File: config.mk
export PLATFORM = sky130hd
export DESIGN_NAME = riscvCore
export DESIGN_NICKNAME = d
export VERILOG_FILES = /design/src/verilog/riscvPkg.sv /design/src/verilog/ctrlIf.sv /design/src/verilog/control.sv /design/src/verilog/immGen.sv /design/src/verilog/regFile.sv /design/src/verilog/alu.sv /design/src/verilog/pcUnit.sv /design/src/verilog/riscvCore.sv
export SDC_FILE = /design/constraint.sdc
export NUM_CORES = 2
export LEC_CHECK = 0
export ABC_AREA = 1
export BUFFER_PORTS_ARGS = -buffer_cell sky130_fd_sc_hd__buf_2
export CAP_MARGIN = 20
export CORE_MARGIN = 2
export CORE_UTILIZATION = 40
export CTS_BUF_LIST = sky130_fd_sc_hd__clkbuf_16
export DETAILED_ROUTE_END_ITERATION = 10
export HOLD_SLACK_MARGIN = 0.03
export PLACE_DENSITY_LB_ADDON = 0.3
export SETUP_SLACK_MARGIN = 0.2
export SLEW_MARGIN = 20
export SYNTH_ARGS = -nofsm -noshare
export SYNTH_HDL_FRONTEND = slang
export SYNTH_HIERARCHICAL = 1
export SYNTH_SLANG_ARGS = --single-unit
File: constraint.sdc
create_clock -name clk -period 10.3 [get_ports clk]
set_input_delay 0.515 -clock clk [delete_from_list [all_inputs] [get_ports clk]]
set_output_delay 0.515 -clock clk [all_outputs]
set_load 0.01 [all_outputs]
File: src/verilog/riscvPkg.sv
package riscvPkg;

    // word types
    typedef logic [31:0] word_t;     // data and address word
    typedef logic [4:0]  regAddr_t;  // register index
    typedef logic [6:0]  opcode_t;

    // major opcodes
    localparam opcode_t OPCODE_REG    = 7'b0110011;
    localparam opcode_t OPCODE_IMM    = 7'b0010011;
    localparam opcode_t OPCODE_LOAD   = 7'b0000011;
    localparam opcode_t OPCODE_STORE  = 7'b0100011;
    localparam opcode_t OPCODE_BRANCH = 7'b1100011;
    localparam opcode_t OPCODE_JAL    = 7'b1101111;
    localparam opcode_t OPCODE_JALR   = 7'b1100111;
    localparam opcode_t OPCODE_LUI    = 7'b0110111;
    localparam opcode_t OPCODE_AUIPC  = 7'b0010111;

    // funct3 for register and immediate ALU ops
    localparam logic [2:0] FUNCT3_ADD_SUB = 3'b000;
    localparam logic [2:0] FUNCT3_SLL     = 3'b001;
    localparam logic [2:0] FUNCT3_SLT     = 3'b010;
    localparam logic [2:0] FUNCT3_SLTU    = 3'b011;
    localparam logic [2:0] FUNCT3_XOR     = 3'b100;
    localparam logic [2:0] FUNCT3_SRL_SRA = 3'b101;
    localparam logic [2:0] FUNCT3_OR      = 3'b110;
    localparam logic [2:0] FUNCT3_AND     = 3'b111;

    // funct3 for branches
    localparam logic [2:0] FUNCT3_BEQ  = 3'b000;
    localparam logic [2:0] FUNCT3_BNE  = 3'b001;
    localparam logic [2:0] FUNCT3_BLT  = 3'b100;
    localparam logic [2:0] FUNCT3_BGE  = 3'b101;
    localparam logic [2:0] FUNCT3_BLTU = 3'b110;
    localparam logic [2:0] FUNCT3_BGEU = 3'b111;

    localparam logic [6:0] FUNCT7_SUB_SRA = 7'b0100000;

    typedef enum logic [3:0] {
        ALU_ADD, ALU_SUB, ALU_XOR, ALU_OR, ALU_AND,
        ALU_SLL, ALU_SRL, ALU_SRA, ALU_SLT, ALU_SLTU
    } aluCtrl_t;

    typedef enum logic [2:0] {
        BR_NONE, BR_BEQ, BR_BNE, BR_BLT, BR_BGE, BR_BLTU, BR_BGEU
    } brFunc_t;

    // immediate format
    typedef enum logic [2:0] {
        SEXT_I, SEXT_S, SEXT_B, SEXT_U, SEXT_J
    } sextCtrl_t;

    typedef enum logic [1:0] {
        PC_INC,  // pc + 4
        PC_BR,   // conditional branch
        PC_JAL   // JAL or JALR
    } pcSource_t;

    localparam word_t RESET_PC = 32'h0000_0000;

endpackage

File: src/verilog/ctrlIf.sv
`timescale 1ns/1ps

interface ctrlIf import riscvPkg::*; ();

    logic      memToReg, regWrite, memWrite, memRead, jal, lui;
    aluCtrl_t  aluCtrl;
    logic      aluPc;    // 1: pc feeds first operand
    logic      aluImm;   // 1: immediate feeds second operand
    brFunc_t   brFunc;
    logic      jalAddr;  // 1: pc relative target, 0: register base (JALR)
    sextCtrl_t sextOp;
    pcSource_t pcSource;

    modport dec (output memToReg, regWrite, memWrite, memRead, jal, lui,
                 output aluCtrl, aluPc, aluImm, brFunc, jalAddr, sextOp, pcSource);
    modport exe (input aluCtrl, aluPc, aluImm);
    modport fetch (input brFunc, jalAddr, pcSource);
    modport imm (input sextOp);
    modport wb (input memToReg, regWrite, jal, lui, memWrite, memRead);

endinterface

File: src/verilog/control.sv
`timescale 1ns/1ps

module control import riscvPkg::*; (
    input  opcode_t    opcode,
    input  logic [2:0] funct3,
    input  logic [6:0] funct7,
    ctrlIf.dec         ctrl
);

    logic altOp;  // subtract or arithmetic shift

    assign altOp = (funct7 == FUNCT7_SUB_SRA);

    always_comb begin
        // safe defaults: no writes, fall through to next instruction
        ctrl.memToReg = 1'b0;
        ctrl.regWrite = 1'b0;
        ctrl.memWrite = 1'b0;
        ctrl.memRead  = 1'b0;
        ctrl.jal      = 1'b0;
        ctrl.lui      = 1'b0;
        ctrl.aluCtrl  = ALU_ADD;
        ctrl.aluPc    = 1'b0;
        ctrl.aluImm   = 1'b0;
        ctrl.brFunc   = BR_NONE;
        ctrl.jalAddr  = 1'b0;
        ctrl.sextOp   = SEXT_I;
        ctrl.pcSource = PC_INC;

        case (opcode)
            OPCODE_REG, OPCODE_IMM: begin
                ctrl.regWrite = 1'b1;
                ctrl.aluImm   = (opcode == OPCODE_IMM);
                unique case (funct3)
                    // no SUBI, so only the register form looks at funct7 here
                    FUNCT3_ADD_SUB: ctrl.aluCtrl = (altOp && opcode == OPCODE_REG) ?
                                                   ALU_SUB : ALU_ADD;
                    FUNCT3_XOR:     ctrl.aluCtrl = ALU_XOR;
                    FUNCT3_OR:      ctrl.aluCtrl = ALU_OR;
                    FUNCT3_AND:     ctrl.aluCtrl = ALU_AND;
                    FUNCT3_SLL:     ctrl.aluCtrl = ALU_SLL;
                    FUNCT3_SRL_SRA: ctrl.aluCtrl = altOp ? ALU_SRA : ALU_SRL;
                    FUNCT3_SLT:     ctrl.aluCtrl = ALU_SLT;
                    FUNCT3_SLTU:    ctrl.aluCtrl = ALU_SLTU;
                endcase
            end
            OPCODE_LOAD: begin
                ctrl.memToReg = 1'b1;
                ctrl.memRead  = 1'b1;
                ctrl.regWrite = 1'b1;
                ctrl.aluImm   = 1'b1;  // base + offset
            end
            OPCODE_STORE: begin
                ctrl.memWrite = 1'b1;
                ctrl.aluImm   = 1'b1;
                ctrl.sextOp   = SEXT_S;
            end
            OPCODE_BRANCH: begin
                ctrl.pcSource = PC_BR;
                ctrl.sextOp   = SEXT_B;
                case (funct3)
                    FUNCT3_BEQ:  ctrl.brFunc = BR_BEQ;
                    FUNCT3_BNE:  ctrl.brFunc = BR_BNE;
                    FUNCT3_BLT:  ctrl.brFunc = BR_BLT;
                    FUNCT3_BGE:  ctrl.brFunc = BR_BGE;
                    FUNCT3_BLTU: ctrl.brFunc = BR_BLTU;
                    FUNCT3_BGEU: ctrl.brFunc = BR_BGEU;
                    default:     ctrl.brFunc = BR_NONE;  // reserved, never taken
                endcase
            end
            OPCODE_JAL, OPCODE_JALR: begin
                ctrl.pcSource = PC_JAL;
                ctrl.regWrite = 1'b1;
                ctrl.jal      = 1'b1;  // link pc + 4
                ctrl.jalAddr  = (opcode == OPCODE_JAL);
                ctrl.sextOp   = (opcode == OPCODE_JAL) ? SEXT_J : SEXT_I;
            end
            OPCODE_LUI: begin
                ctrl.regWrite = 1'b1;
                ctrl.lui      = 1'b1;
                ctrl.sextOp   = SEXT_U;
            end
            OPCODE_AUIPC: begin
                ctrl.regWrite = 1'b1;
                ctrl.aluPc    = 1'b1;
                ctrl.aluImm   = 1'b1;
                ctrl.sextOp   = SEXT_U;
            end
            default: ;  // unknown opcode behaves as a no-op
        endcase
    end

endmodule

File: src/verilog/immGen.sv
`timescale 1ns/1ps

module immGen import riscvPkg::*; (
    input  word_t instr,
    ctrlIf.imm    ctrl,
    output word_t imm
);

    logic sign;

    assign sign = instr[31];  // all formats keep the sign in bit 31

    always_comb begin
        unique case (ctrl.sextOp)
            SEXT_I: imm = {{20{sign}}, instr[31:20]};
            SEXT_S: imm = {{20{sign}}, instr[31:25], instr[11:7]};
            // branch and jump offsets are in halfwords
            SEXT_B: imm = {{19{sign}}, sign, instr[7], instr[30:25],
                           instr[11:8], 1'b0};
            SEXT_U: imm = {instr[31:12], 12'h000};
            SEXT_J: imm = {{11{sign}}, sign, instr[19:12], instr[20],
                           instr[30:21], 1'b0};
            default: imm = '0;
        endcase
    end

endmodule

File: src/verilog/regFile.sv
`timescale 1ns/1ps

module regFile import riscvPkg::*; (
    input  logic     clk,
    input  logic     rstN,
    input  regAddr_t rs1Addr,
    input  regAddr_t rs2Addr,
    input  regAddr_t rdAddr,
    input  word_t    rdData,
    input  logic     we,
    output word_t    rs1Data,
    output word_t    rs2Data
);

    word_t regs [1:31];  // x0 has no storage

    always_ff @(posedge clk or negedge rstN) begin
        if (!rstN) begin
            for (int i = 1; i < 32; i++) begin
                regs[i] <= '0;
            end
        end else if (we && rdAddr != '0) begin
            regs[rdAddr] <= rdData;
        end
    end

    // old value on a same-cycle write
    assign rs1Data = (rs1Addr == '0) ? '0 : regs[rs1Addr];
    assign rs2Data = (rs2Addr == '0) ? '0 : regs[rs2Addr];

endmodule

File: src/verilog/alu.sv
`timescale 1ns/1ps

module alu import riscvPkg::*; (
    ctrlIf.exe    ctrl,
    input  word_t pc,
    input  word_t rs1Data,
    input  word_t rs2Data,
    input  word_t imm,
    output word_t result
);

    word_t      opA;
    word_t      opB;
    logic [4:0] shamt;

    assign opA   = ctrl.aluPc ? pc : rs1Data;    // AUIPC takes pc
    assign opB   = ctrl.aluImm ? imm : rs2Data;
    assign shamt = opB[4:0];

    always_comb begin
        unique case (ctrl.aluCtrl)
            ALU_ADD:  result = opA + opB;
            ALU_SUB:  result = opA - opB;
            ALU_XOR:  result = opA ^ opB;
            ALU_OR:   result = opA | opB;
            ALU_AND:  result = opA & opB;
            ALU_SLL:  result = opA << shamt;
            ALU_SRL:  result = opA >> shamt;
            ALU_SRA:  result = $signed(opA) >>> shamt;
            ALU_SLT: begin
                result = {31'b0, $signed(opA) < $signed(opB)};
            end
            ALU_SLTU: begin
                result = {31'b0, opA < opB};
            end
            default:  result = '0;
        endcase
    end

endmodule

File: src/verilog/pcUnit.sv
`timescale 1ns/1ps

module pcUnit import riscvPkg::*; (
    input  logic  clk,
    input  logic  rstN,
    ctrlIf.fetch  ctrl,
    input  word_t rs1Data,
    input  word_t rs2Data,
    input  word_t imm,
    output word_t pc
);

    logic  eq, lt, ltu;
    logic  taken;
    word_t pcNext;

    assign eq  = (rs1Data == rs2Data);
    assign lt  = ($signed(rs1Data) < $signed(rs2Data));
    assign ltu = (rs1Data < rs2Data);

    always_comb begin
        unique case (ctrl.brFunc)
            BR_BEQ:  taken = eq;
            BR_BNE:  taken = !eq;
            BR_BLT:  taken = lt;
            BR_BGE:  taken = !lt;
            BR_BLTU: taken = ltu;
            BR_BGEU: taken = !ltu;
            default: taken = 1'b0;
        endcase

        case (ctrl.pcSource)
            PC_BR:   pcNext = taken ? pc + imm : pc + 32'd4;
            PC_JAL:  pcNext = ctrl.jalAddr ? pc + imm
                                           : (rs1Data + imm) & ~32'd1;  // JALR
            default: pcNext = pc + 32'd4;
        endcase
    end

    always_ff @(posedge clk or negedge rstN) begin
        if (!rstN) pc <= RESET_PC;
        else       pc <= pcNext;
    end

    assert property (@(posedge clk) disable iff (!rstN) pc[1:0] == 2'b00);

endmodule

File: src/verilog/riscvCore.sv
`timescale 1ns/1ps

module riscvCore import riscvPkg::*; (
    input  logic  clk,
    input  logic  rstN,
    output word_t instrAddr,
    input  word_t instr,
    output word_t dataAddr,
    output word_t dataWdata,
    input  word_t dataRdata,
    output logic  dataWe,
    output logic  dataRe
);

    ctrlIf ctrl ();

    word_t pc, imm, aluResult;
    word_t rs1Data, rs2Data;
    word_t wbData;
    logic  regWe;

    control uControl (.opcode(instr[6:0]), .funct3(instr[14:12]),
                      .funct7(instr[31:25]), .ctrl(ctrl.dec));

    immGen uImmGen (.instr(instr), .ctrl(ctrl.imm), .imm(imm));

    regFile uRegFile (
        .clk(clk), .rstN(rstN),
        .rs1Addr(instr[19:15]), .rs2Addr(instr[24:20]), .rdAddr(instr[11:7]),
        .rdData(wbData), .we(regWe),
        .rs1Data(rs1Data), .rs2Data(rs2Data)
    );

    alu uAlu (.ctrl(ctrl.exe), .pc(pc), .rs1Data(rs1Data), .rs2Data(rs2Data),
              .imm(imm), .result(aluResult));

    pcUnit uPcUnit (.clk(clk), .rstN(rstN), .ctrl(ctrl.fetch), .rs1Data(rs1Data),
                    .rs2Data(rs2Data), .imm(imm), .pc(pc));

    // writeback select
    always_comb begin
        if (ctrl.wb.jal)           wbData = pc + 32'd4;  // link address
        else if (ctrl.wb.lui)      wbData = imm;
        else if (ctrl.wb.memToReg) wbData = dataRdata;
        else                       wbData = aluResult;
    end

    assign regWe = ctrl.wb.regWrite && rstN;  // nothing commits during reset

    assign instrAddr = pc;
    assign dataAddr  = aluResult;
    assign dataWdata = rs2Data;
    assign dataWe    = ctrl.wb.memWrite && rstN;
    assign dataRe    = ctrl.wb.memRead;

    // LW and SW only, a misaligned word has no trap
    assert property (@(posedge clk) disable iff (!rstN)
        (dataWe || dataRe) |-> dataAddr[1:0] == 2'b00);

endmodule

==> impl_metrics.yaml <==
finish:
  finalNetCount: 13281
  post-route-util_pct: 43.8
  layout-drive-gt1-share_pct: 5.88
  final_cell_mix: "nand2_1, nand3_1, inv_1"
  design_area_sq_mm: 0.0863
  synthToLayoutAreaGrowth_pct: 8.70
  layout_commonest_cell: "nand2_1"
  stdcell_count: 15757
  num-fill-cells: 21241
clock_network:
  clk_path_buf_depth: 3
  cts_tree: "yes"
  cts_buffers: 116
  clock_sinks: 1024
  root_buffer: "clkbuf_16"
  hold_buffers: 1
  clkTransAtPathRegs_ns: 0.06
  htree_levels: 3
  postCtsResizedCells: 0
  post_cts_buffers: 0
  clock_latency_ns: 0.80
placed_design:
  port_buffers: 163
  dp_slack_ns: 2.09
  placed_area_sq_mm: 0.0825
  gp_congestion: 1.11
  hpwl_mm: 247
  dp_cells: 15535
hold_path:
  min_path_type: "input port to asynchronous set/reset pin"
global_route:
  grt_first_pass_wirelength_mm: 563
  grt_max_degree: 167
  globalRouteTotalUtil_pct: 37.1
  antenna_found_initial: 25
  grt_overflow: 0
  grt_pass1_vias: 81656
logic_synthesis:
  syn_inst: 13306
  ys_types: 61
  yosys_register_bits: 1024
  synthFlopType: "dfrtp_1"
  syn_area_sq_mm: 0.0794
  synth_area_leaders: "dfrtp_1, nand2_1, nand3_1"
  async_reset_ff_share_pct: 100
  synth_warnings: 6
  synth_edf_count: 0
  syn_area_per_cell_sq_um: 5.97
  yosysTopAreaCell: "dfrtp_1"
  synth_top_area_share_pct: 32.3
  synth-seq-area-share_pct: 32.3
  syn-num-nets: 13571
sta:
  fin_tns_setup_ns: 0
  hold_violations: 0
  drv_slew: 0
  fmax_ghz: 0.128
  finalCritPeriodShare_pct: 76.0
  fin_skew_ns: 0.0341
  rsz0062_at_grt: "no"
  holdWs_ns: 0.308
  post-route-min-period_ns: 7.83
  relSlewSlack_pct: 14.2
  worst_pin_slew_ns: 1.27
  setup_viol: 0
  fin_ws_ns: 2.47
setup_path:
  r2r_end: "uRegFile/regs[358]$_DFFE_PN0P_"
  cp.arrival_ns: 8.45
  crit_top_cell: "nand2_1"
  cpPeakStageDelay_ns: 0.94
  critPathRequiredTime_ns: 10.92
  crit_path_max_fanout: 83
  r2r-start: "uRegFile/regs[741]$_DFFE_PN0P_"
  path_class: "input port to register"
  r2r_slack_ns: 3.66
  reg2reg_depth: 24
  cp-start-kind: "input port"
  cp-end-kind: "register"
  crit_slowest_cell: "nor2_4"
drt:
  routed_wl_mm: 387
  vias: 90165
  dr.pass1.iters: 7
  via_per_inst: 5.72
  drt_iter0_drc: 13482
  routedWlPerCell_microns: 24.6
  drtAntennaViolNets: 0
  drc_errors: 0
die:
  core_area_sq_mm: 0.197
  fp.dieW_microns: 450
  die_y_microns: 450
  die-area_sq_mm: 0.202
  rows: 163
  num_io_pins: 164
  start_util_pct: 40.3
pwr:
  p_leak_nw: 44.9
  total_power_mw: 13.0
  ir_drop_mv: 0.138
  cellPowerDensity_mw_per_mm2: 150
run_status:
  outcome: "finished clean"
flow_run:
  maxCapViolations: 0
==> worst max-delay path by stage <==
stage                    from                        endpoint  cells after the start
finish              instr[15]  uRegFile/regs[604]$_DFFE_PN0P_                     34
global route        instr[15]  uRegFile/regs[604]$_DFFE_PN0P_                     34
CTS                 instr[15]  uRegFile/regs[508]$_DFFE_PN0P_                     34
detailed placement  instr[15]  uRegFile/regs[604]$_DFFE_PN0P_                     34
global placement    instr[15]  uRegFile/regs[636]$_DFFE_PN0P_                     31
floorplan            instr[4]  uRegFile/regs[782]$_DFFE_PN0P_                     31
==> sequential cells by signal, indices dropped and copies added, names as in the netlist <==
| name | count |
|---|---|
| uPcUnit/pc | 32 |
| uRegFile/regs | 992 |
==> cells by family (layout without fill, tap and decap cells) <==
logic type | after synthesis | after routing | share of synthesized area [%]
other cells | 0 | 11 | 0
xor+xnor | 68 | 68 | 0.750
simple gates | 8448 | 8448 | 43.8
fa+ha+maj | 199 | 199 | 3.17
buf+inv | 2238 | 2038 | 11.2
compound gates | 1329 | 1329 | 8.89
flops | 1024 | 1024 | 32.3
==> cell type report <==
cell class | instances | area (sq um) | share of cell area [%]
multi-input combinational | 10044 | 45300 | 52.5
sequential | 1024 | 25600 | 29.7
inverter | 1440 | 5450 | 6.31
tap | 2640 | 3300 | 3.83
clock buffer | 118 | 2950 | 3.42
timing repair buffer | 390 | 2860 | 3.32
clock inverter | 90 | 747 | 0.866
antenna | 11 | 27.5 | 0.0319
==> Yosys cell counts (all sizes together) (25+ instances only) <==
cell    instances
ha            195
or2            49
nand4          63
o211ai         43
buf           285
dfrtp        1024
nor2          472
inv          1437
o21bai         30
nand2        6015
a21oi         384
clkbuf        513
nand3        1759
xor2           43
o21ai         786
xnor2          25
nor3           47
==> power breakdown <==
group | total (mW) | switching [mW] | internal, mW | leakage (nW)
Clock | 4.18 | 1.86 | 2.32 | 1.90
Combinational | 4.37 | 3.30 | 1.07 | 29.1
Sequential | 4.41 | 0.215 | 4.20 | 13.9
==> metal layers <==
metal / part of all wire [%] / vias up / GRT usage [%]
met2: 40 / 6126 / 53.0
met1: 39 / 41668 / 49.1
met4: 7.9 / 16 / 24.7
met3: 13 / 1343 / 9.63
met5: 0.024 / - / 0
li1: - / 41012 / -
==> worst max-delay path, delay by kind of cell <==
family | cells | cell delay, ns
and+or+nand+nor | 23 | 4.46
buffers and inverters | 8 | 2.31
adders and majority gates | 1 | 0.61
AOI/OAI and AO/OA | 2 | 0.33
Note: power is estimated with default switching activity, not from simulation.
